### src/common/gf8_pkg.sv
package gf8_pkg;

  localparam int GF8_W = 3;

  // GF(2^3) in polynomial basis {1, t, t^2}, reduced by t^3 = t^2 + 1.
  typedef logic [GF8_W-1:0] gf8_t;

  // Composite element lo*beta + hi*beta^8 over the normal basis of GF((2^3)^2).
  // beta + beta^8 = t and beta * beta^8 = t^6.
  typedef struct packed {
    gf8_t hi;
    gf8_t lo;
  } gf64_t;

  localparam gf8_t GF8_ZERO = 3'b000;
  localparam gf8_t GF8_ONE  = 3'b001;

  // Constant index 6 selects t^5, the beta^8 coefficient of beta^2.
  localparam logic [2:0] GF8_CK_BETA = 3'd6;

  function automatic gf8_t gf8_add(gf8_t a, gf8_t b);
    return a ^ b;
  endfunction

  function automatic gf8_t gf8_mul(gf8_t a, gf8_t b);
    logic [4:0] p;
    gf8_t       c;
    p[0] = a[0] & b[0];
    p[1] = (a[0] & b[1]) ^ (a[1] & b[0]);
    p[2] = (a[0] & b[2]) ^ (a[1] & b[1]) ^ (a[2] & b[0]);
    p[3] = (a[1] & b[2]) ^ (a[2] & b[1]);
    p[4] = a[2] & b[2];
    // Fold t^3 = t^2 + 1 and t^4 = t^2 + t + 1 back into the basis.
    c[0] = p[0] ^ p[3] ^ p[4];
    c[1] = p[1] ^ p[4];
    c[2] = p[2] ^ p[3] ^ p[4];
    return c;
  endfunction

  function automatic gf8_t gf8_sq(gf8_t a);
    return {a[1] ^ a[2], a[2], a[0] ^ a[2]};
  endfunction

  function automatic gf8_t gf8_cube(gf8_t a);
    return gf8_mul(gf8_sq(a), a);
  endfunction

  // Index 0 is the zero multiplier, index k > 0 multiplies by t^(k-1).
  function automatic gf8_t gf8_cmul(gf8_t a, logic [2:0] k);
    gf8_t c;
    case (k)
      3'd0:    c = GF8_ZERO;
      3'd1:    c = GF8_ONE;
      3'd2:    c = 3'b010;
      3'd3:    c = 3'b100;
      3'd4:    c = 3'b101;
      3'd5:    c = 3'b111;
      3'd6:    c = 3'b011;
      default: c = 3'b110;
    endcase
    return gf8_mul(a, c);
  endfunction

endpackage

### src/common/sbox_pkg.sv
package sbox_pkg;

  // Each lane carries one GF(2^6) symbol.
  localparam int SYM_W = 6;

  localparam int NUM_LANES = 4;

  localparam int WORD_W = SYM_W * NUM_LANES;

  // Basis in, power, basis out, one register each.
  localparam int PIPE_LAT = 3;

  // Forward raises every symbol to the power 10, inverse to the power 19.
  // 10 * 19 = 190 = 1 mod 63, so one undoes the other.
  typedef enum logic {
    OP_FWD = 1'b0,
    OP_INV = 1'b1
  } sbox_op_e;

endpackage

### src/power_map/tower_basis_in.sv
`timescale 1ns/1ps

// Column k of the matrix is alpha^k written in the composite basis, with
// alpha = beta. Symbol bit 0 is therefore the field one, which lands on
// lo = hi = t^6.
module tower_basis_in
  import gf8_pkg::*;
(
  input  logic [5:0] sym,
  output gf64_t      comp
);

  logic [5:0] b;

  assign b[0] = sym[1] ^ sym[2] ^ sym[4];
  assign b[1] = sym[0] ^ sym[4];
  assign b[2] = sym[0] ^ sym[3] ^ sym[5];
  assign b[3] = sym[2];
  assign b[4] = sym[0] ^ sym[2] ^ sym[3] ^ sym[4] ^ sym[5];
  assign b[5] = sym[0] ^ sym[3] ^ sym[4];

  assign comp = gf64_t'(b);

endmodule

### src/power_map/tower_basis_out.sv
`timescale 1ns/1ps

// Inverse of the tower_basis_in matrix over GF(2).
module tower_basis_out
  import gf8_pkg::*;
(
  input  gf64_t      comp,
  output logic [5:0] sym
);

  logic [5:0] b;

  assign b = comp;

  assign sym[0] = b[1] ^ b[2] ^ b[3] ^ b[4];
  assign sym[1] = b[0] ^ b[2] ^ b[4];
  assign sym[2] = b[3];
  assign sym[3] = b[1] ^ b[5];
  assign sym[4] = b[2] ^ b[3] ^ b[4];
  assign sym[5] = b[3] ^ b[4] ^ b[5];

endmodule

### src/power_map/tower_power.sv
`timescale 1ns/1ps

module tower_power
  import gf8_pkg::*, sbox_pkg::*;
(
  input  gf64_t    comp_in,
  input  sbox_op_e op,
  output gf64_t    comp_out
);

  // With beta^2 = beta + t^5*beta^8, squaring mixes the two halves.
  function automatic gf64_t gf64_sq(gf64_t x);
    gf8_t  lo2;
    gf8_t  hi2;
    gf64_t r;
    lo2  = gf8_sq(x.lo);
    hi2  = gf8_sq(x.hi);
    r.lo = gf8_add(lo2, gf8_cmul(hi2, GF8_CK_BETA));
    r.hi = gf8_add(hi2, gf8_cmul(lo2, GF8_CK_BETA));
    return r;
  endfunction

  // The cross term lands on beta^9 = t^6 = t^5*(beta + beta^8).
  function automatic gf64_t gf64_mul(gf64_t a, gf64_t b);
    gf8_t  ll;
    gf8_t  hh;
    gf8_t  cr;
    gf64_t r;
    ll   = gf8_mul(a.lo, b.lo);
    hh   = gf8_mul(a.hi, b.hi);
    cr   = gf8_add(gf8_mul(a.lo, b.hi), gf8_mul(a.hi, b.lo));
    r.lo = gf8_add(ll, gf8_cmul(gf8_add(hh, cr), GF8_CK_BETA));
    r.hi = gf8_add(hh, gf8_cmul(gf8_add(ll, cr), GF8_CK_BETA));
    return r;
  endfunction

  gf8_t  lo_sq;
  gf8_t  hi_sq;
  gf8_t  y0;
  gf8_t  y1;
  gf8_t  y2;
  gf8_t  y3;
  gf64_t p10;

  gf64_t x2;
  gf64_t x3;
  gf64_t x4;
  gf64_t x8;
  gf64_t x16;
  gf64_t p19;

  // x^10 is the norm x^9 times x, so both halves share one cubic form.
  assign lo_sq = gf8_sq(comp_in.lo);
  assign hi_sq = gf8_sq(comp_in.hi);
  assign y0    = gf8_cube(comp_in.lo);
  assign y3    = gf8_cube(comp_in.hi);
  assign y1    = gf8_mul(comp_in.lo, hi_sq);
  assign y2    = gf8_mul(comp_in.hi, lo_sq);

  assign p10.lo = gf8_add(gf8_add(gf8_cmul(y0, 3'd7), gf8_cmul(y1, 3'd7)),
                          gf8_add(gf8_cmul(y2, 3'd3), gf8_cmul(y3, 3'd0)));
  assign p10.hi = gf8_add(gf8_add(gf8_cmul(y0, 3'd0), gf8_cmul(y1, 3'd3)),
                          gf8_add(gf8_cmul(y2, 3'd7), gf8_cmul(y3, 3'd7)));

  // x^19 = x^16 * x^3.
  assign x2  = gf64_sq(comp_in);
  assign x4  = gf64_sq(x2);
  assign x8  = gf64_sq(x4);
  assign x16 = gf64_sq(x8);
  assign x3  = gf64_mul(x2, comp_in);
  assign p19 = gf64_mul(x16, x3);

  assign comp_out = (op == OP_INV) ? p19 : p10;

endmodule

### src/power_map/sbox_lane.sv
`timescale 1ns/1ps

// One symbol through basis change, power map and basis change back.
// The data registers run every cycle; valid is tracked in sbox_layer.
module sbox_lane
  import gf8_pkg::*, sbox_pkg::*;
(
  input  logic             clk,
  input  logic [SYM_W-1:0] in_sym,
  input  sbox_op_e         op_s1,
  output logic [SYM_W-1:0] out_sym
);

  gf64_t            comp_d;
  gf64_t            comp_s1;
  gf64_t            pow_d;
  gf64_t            pow_s2;
  logic [SYM_W-1:0] sym_d;

  tower_basis_in basis_in_inst (
    .sym  (in_sym),
    .comp (comp_d)
  );

  // Stage 1.
  always_ff @(posedge clk) begin
    comp_s1 <= comp_d;
  end

  // op_s1 belongs to the word now held in comp_s1.
  tower_power power_inst (
    .comp_in  (comp_s1),
    .op       (op_s1),
    .comp_out (pow_d)
  );

  // Stage 2.
  always_ff @(posedge clk) begin
    pow_s2 <= pow_d;
  end

  tower_basis_out basis_out_inst (
    .comp (pow_s2),
    .sym  (sym_d)
  );

  // Stage 3 drives the lane output directly.
  always_ff @(posedge clk) begin
    out_sym <= sym_d;
  end

endmodule

### src/hdl/sbox_layer.sv
`timescale 1ns/1ps

module sbox_layer
  import sbox_pkg::*;
(
  input  logic              clk,
  input  logic              rst,
  input  logic              in_valid,
  input  sbox_op_e          in_op,
  input  logic [WORD_W-1:0] in_word,
  output logic              out_valid,
  output sbox_op_e          out_op,
  output logic [WORD_W-1:0] out_word
);

  logic [PIPE_LAT-1:0] valid_pipe;
  sbox_op_e            op_pipe [PIPE_LAT];

  // Valid shift register, one bit per stage.
  always_ff @(posedge clk) begin
    if (rst) begin
      valid_pipe <= '0;
    end else begin
      valid_pipe <= {valid_pipe[PIPE_LAT-2:0], in_valid};
    end
  end

  // Opcode travels alongside the lane data, one entry per stage.
  always_ff @(posedge clk) begin
    op_pipe[0] <= in_op;
    for (int i = 1; i < PIPE_LAT; i++) begin
      op_pipe[i] <= op_pipe[i-1];
    end
  end

  assign out_valid = valid_pipe[PIPE_LAT-1];
  assign out_op    = op_pipe[PIPE_LAT-1];

  // Every lane sees the same opcode. The power stage needs the one
  // captured together with stage 1 data.
  for (genvar k = 0; k < NUM_LANES; k++) begin : g_lane
    sbox_lane lane_inst (
      .clk     (clk),
      .in_sym  (in_word[k*SYM_W +: SYM_W]),
      .op_s1   (op_pipe[0]),
      .out_sym (out_word[k*SYM_W +: SYM_W])
    );
  end

endmodule

### config.mk
export PLATFORM = sky130hd
export DESIGN_NAME = sbox_layer
export DESIGN_NICKNAME = d
export VERILOG_FILES = /design/src/common/gf8_pkg.sv /design/src/common/sbox_pkg.sv /design/src/power_map/tower_basis_in.sv /design/src/power_map/tower_basis_out.sv /design/src/power_map/tower_power.sv /design/src/power_map/sbox_lane.sv /design/src/hdl/sbox_layer.sv
export SDC_FILE = /design/constraint.sdc
export NUM_CORES = 1
export LEC_CHECK = 0
export BUFFER_PORTS_ARGS = -buffer_cell sky130_fd_sc_hd__buf_2
export CAP_MARGIN = 20
export CORE_MARGIN = 8
export CORE_UTILIZATION = 65
export CTS_BUF_LIST = sky130_fd_sc_hd__clkbuf_8
export DETAILED_ROUTE_END_ITERATION = 7
export GPL_TIMING_DRIVEN = 1
export PLACE_DENSITY = 0.81
export SYNTH_ARGS = -nofsm -noshare
export SYNTH_HDL_FRONTEND = slang
export SYNTH_SLANG_ARGS = --single-unit
### constraint.sdc
create_clock -name clk -period 12.32 [get_ports clk]
set_input_delay 0.616 -clock clk [delete_from_list [all_inputs] [get_ports clk]]
set_output_delay 0.616 -clock clk [all_outputs]
set_load 0.02 [all_outputs]
==> impl_metrics.tcl <==
set metrics [dict create \
    max_stage_delay_ps 970 \
    timing.fmax_mhz 143 \
    cts_buffers 9 \
    fin_skew_ps 19.6 \
    std_cell_rows 51 \
    diodes 0 \
    crit_type "reg2reg" \
    clkSinkCount 78 \
    yosysMostFrequentCell "xnor2_1" \
    cts_tree "yes" \
    numPortBuffers 53 \
    crit_cells 17 \
    clk_pin_slew_ps 80 \
    area_delta_synth_final_pct 3.26 \
    ant_nets 0 \
    hold-path-cell-count 0 \
    dpl.hpwl_um 21100 \
    initial_utilization_pct 66.0 \
    syn-cell-area_mm2 0.0128 \
    drtIter0Drc 915 \
    rsz0062_at_grt "false" \
    synthesis.nets 1710 \
    slew_headroom_pct 31.8 \
    viasPerCell 5.96 \
    maxSlewViolCount 0 \
    dieArea_mm2 0.0245 \
    htree_levels 3 \
    crit_buf_inv 1 \
    die_w_um 156 \
    synth_top_area_share_pct 21.2 \
    postCtsHoldBufs 0 \
    finalSetupViolCount 0 \
    synthFlopType "dfxtp_1" \
    synth-seq-cells 78 \
    grt_max_degree 45 \
    synth.yosys.seq_area_share_pct 12.2 \
    clock_path_buffers 2 \
    crit_path_cell_trace "inv_1 > ha_1 > xor2_1 > ha_1 > nor2b_1 > xnor2_1 > xnor2_1 > xnor3_1 > xnor3_1 > xnor2_1 > mux2i_1 > a221oi_1 > xnor3_1 > xor2_1 > xnor3_1 > xnor2_1 > a21oi_1" \
    synthCells 1634 \
    crit_path_start_kind "register" \
    cts_setup_buffers 0 \
    min_path_type "reg2reg" \
    synth.area.top_cells "xnor2_1 21%, dfxtp_1 12%, xnor3_1 9.8%" \
    grt_pass1_vias 10100 \
    crit_slowest_cell "dfxtp_1" \
    die_y_um 156 \
    postSynth.asyncResetShare_pct 0 \
    wl_per_cell_um 15.8 \
    ios 54 \
    ctsResizeCount 0 \
    layout-drive-gt1-share_pct 6.65 \
    crit_arrival_ps 7200 \
    final_hold_viol_count 0 \
    setup_tns_ps 0 \
    avgSynthCellArea_um2 7.84 \
    dr.pass1.iters 6 \
    cp-end-kind "register" \
    ys_top_cells_by_count "310 x xnor2_1, 154 x nand2_1, 146 x nor2_1" \
    crit_fanout 29 \
    min_period_ps 6970 \
    grt_antenna_before_repair 0 \
    cap_violations 0 \
    worstSkewPairLatency_ps 390 \
    cts-root-buf "clkbuf_8" \
    dr_total_vias 11100 \
    final_util_pct 68.2 \
    grt_use_total_pct 23.8 \
    synth-edff-count 0 \
    drc 0 \
    synth_top_area_cell "xnor2_1" \
    globalRouteOverflowTotal 0 \
    globalplace.congestion 0.912 \
    tightestPinTransition_ps 1020 \
    r2r_cells 17 \
    wl_um 29300 \
    nNetsFinal 1666 \
    fin_crit_sh_pct 56.6 \
    grt_pass1_wl_um 48700 \
    synth_cell_types 73 \
    required_ps 12560 \
    yosys_warnings 0 \
    fp.coreArea_mm2 0.0194 \
    critPathTopFamily "XOR/XNOR gates" \
    status "completed" \
    num-fill-cells 1687 \
    rrSetupSlack_ps 5350 \
]
placed cells by master (no fill, tap or decap), drive strengths merged, types with 21 or more instances in the layout:
master / n
xnor2: 314
nand2: 154
nor2: 147
a21oi: 109
xor2: 94
o21ai: 83
dfxtp: 78
buf: 64
xnor3: 62
ha: 48
nor2b: 43
nand3: 38
nor3: 37
inv: 29
nand2b: 28
mux2i: 27
o22ai: 21
cells by family after synthesis:
group           after synthesis  share of synthesized area [%]
xor+xnor                    481                           41.2
compound gates              339                           16.6
simple gates                505                           18.2
mux                          29                           2.29
flops                        78                           12.2
buf+inv                     154                           4.81
fa+ha+maj                    48                           4.69
layout make-up:
type,instances,area [µm²],area share [%]
multi-input cells,1402,10600,80.4
flip-flops and latches,78,1560,11.8
repair buffers,65,360,2.72
well taps,265,332,2.51
inverters,34,128,0.965
clock buffers,9,124,0.936
clock inverters,7,90.1,0.681
worst paths after layout:
check	from	to
max reg2reg	g_lane[3].lane_inst.comp_s1[2]$_DFF_P_	g_lane[3].lane_inst.pow_s2[0]$_DFF_P_
min	op_pipe[0][1]$_DFF_P_	op_pipe[0][2]$_DFF_P_
max	g_lane[3].lane_inst.comp_s1[2]$_DFF_P_	g_lane[3].lane_inst.pow_s2[0]$_DFF_P_
min reg2reg	op_pipe[0][1]$_DFF_P_	op_pipe[0][2]$_DFF_P_
routing by layer:
metal	wire, µm	up-vias	track usage [%]
met2	14300	400	40.7
met3	1820	48	3.12
li1	-	5490	-
met1	12600	5153	30.6
met4	545	0	7.00
met5	0	-	0
flip-flops by register name, summed over array words and instances (netlist names):
name,cells
g_lane.lane_inst.out_sym,24
valid_pipe,3
g_lane.lane_inst.comp_s1,24
op_pipe,3
g_lane.lane_inst.pow_s2,24
per-stage QoR:
step	instance area [µm²]	cells	setup WS, ps	hold slack, ps
global placement	13000	1843	5660	312
floorplan	12800	1634	7030	310
global route	13200	1860	4830	324
CTS	13200	1859	5460	322
detailed placement	13000	1843	5460	321
finish	13200	1860	5350	337
Power is left out: the tool's default activity adds up to more than one toggle a clock period on the data nets, which glitch-free logic cannot reach.
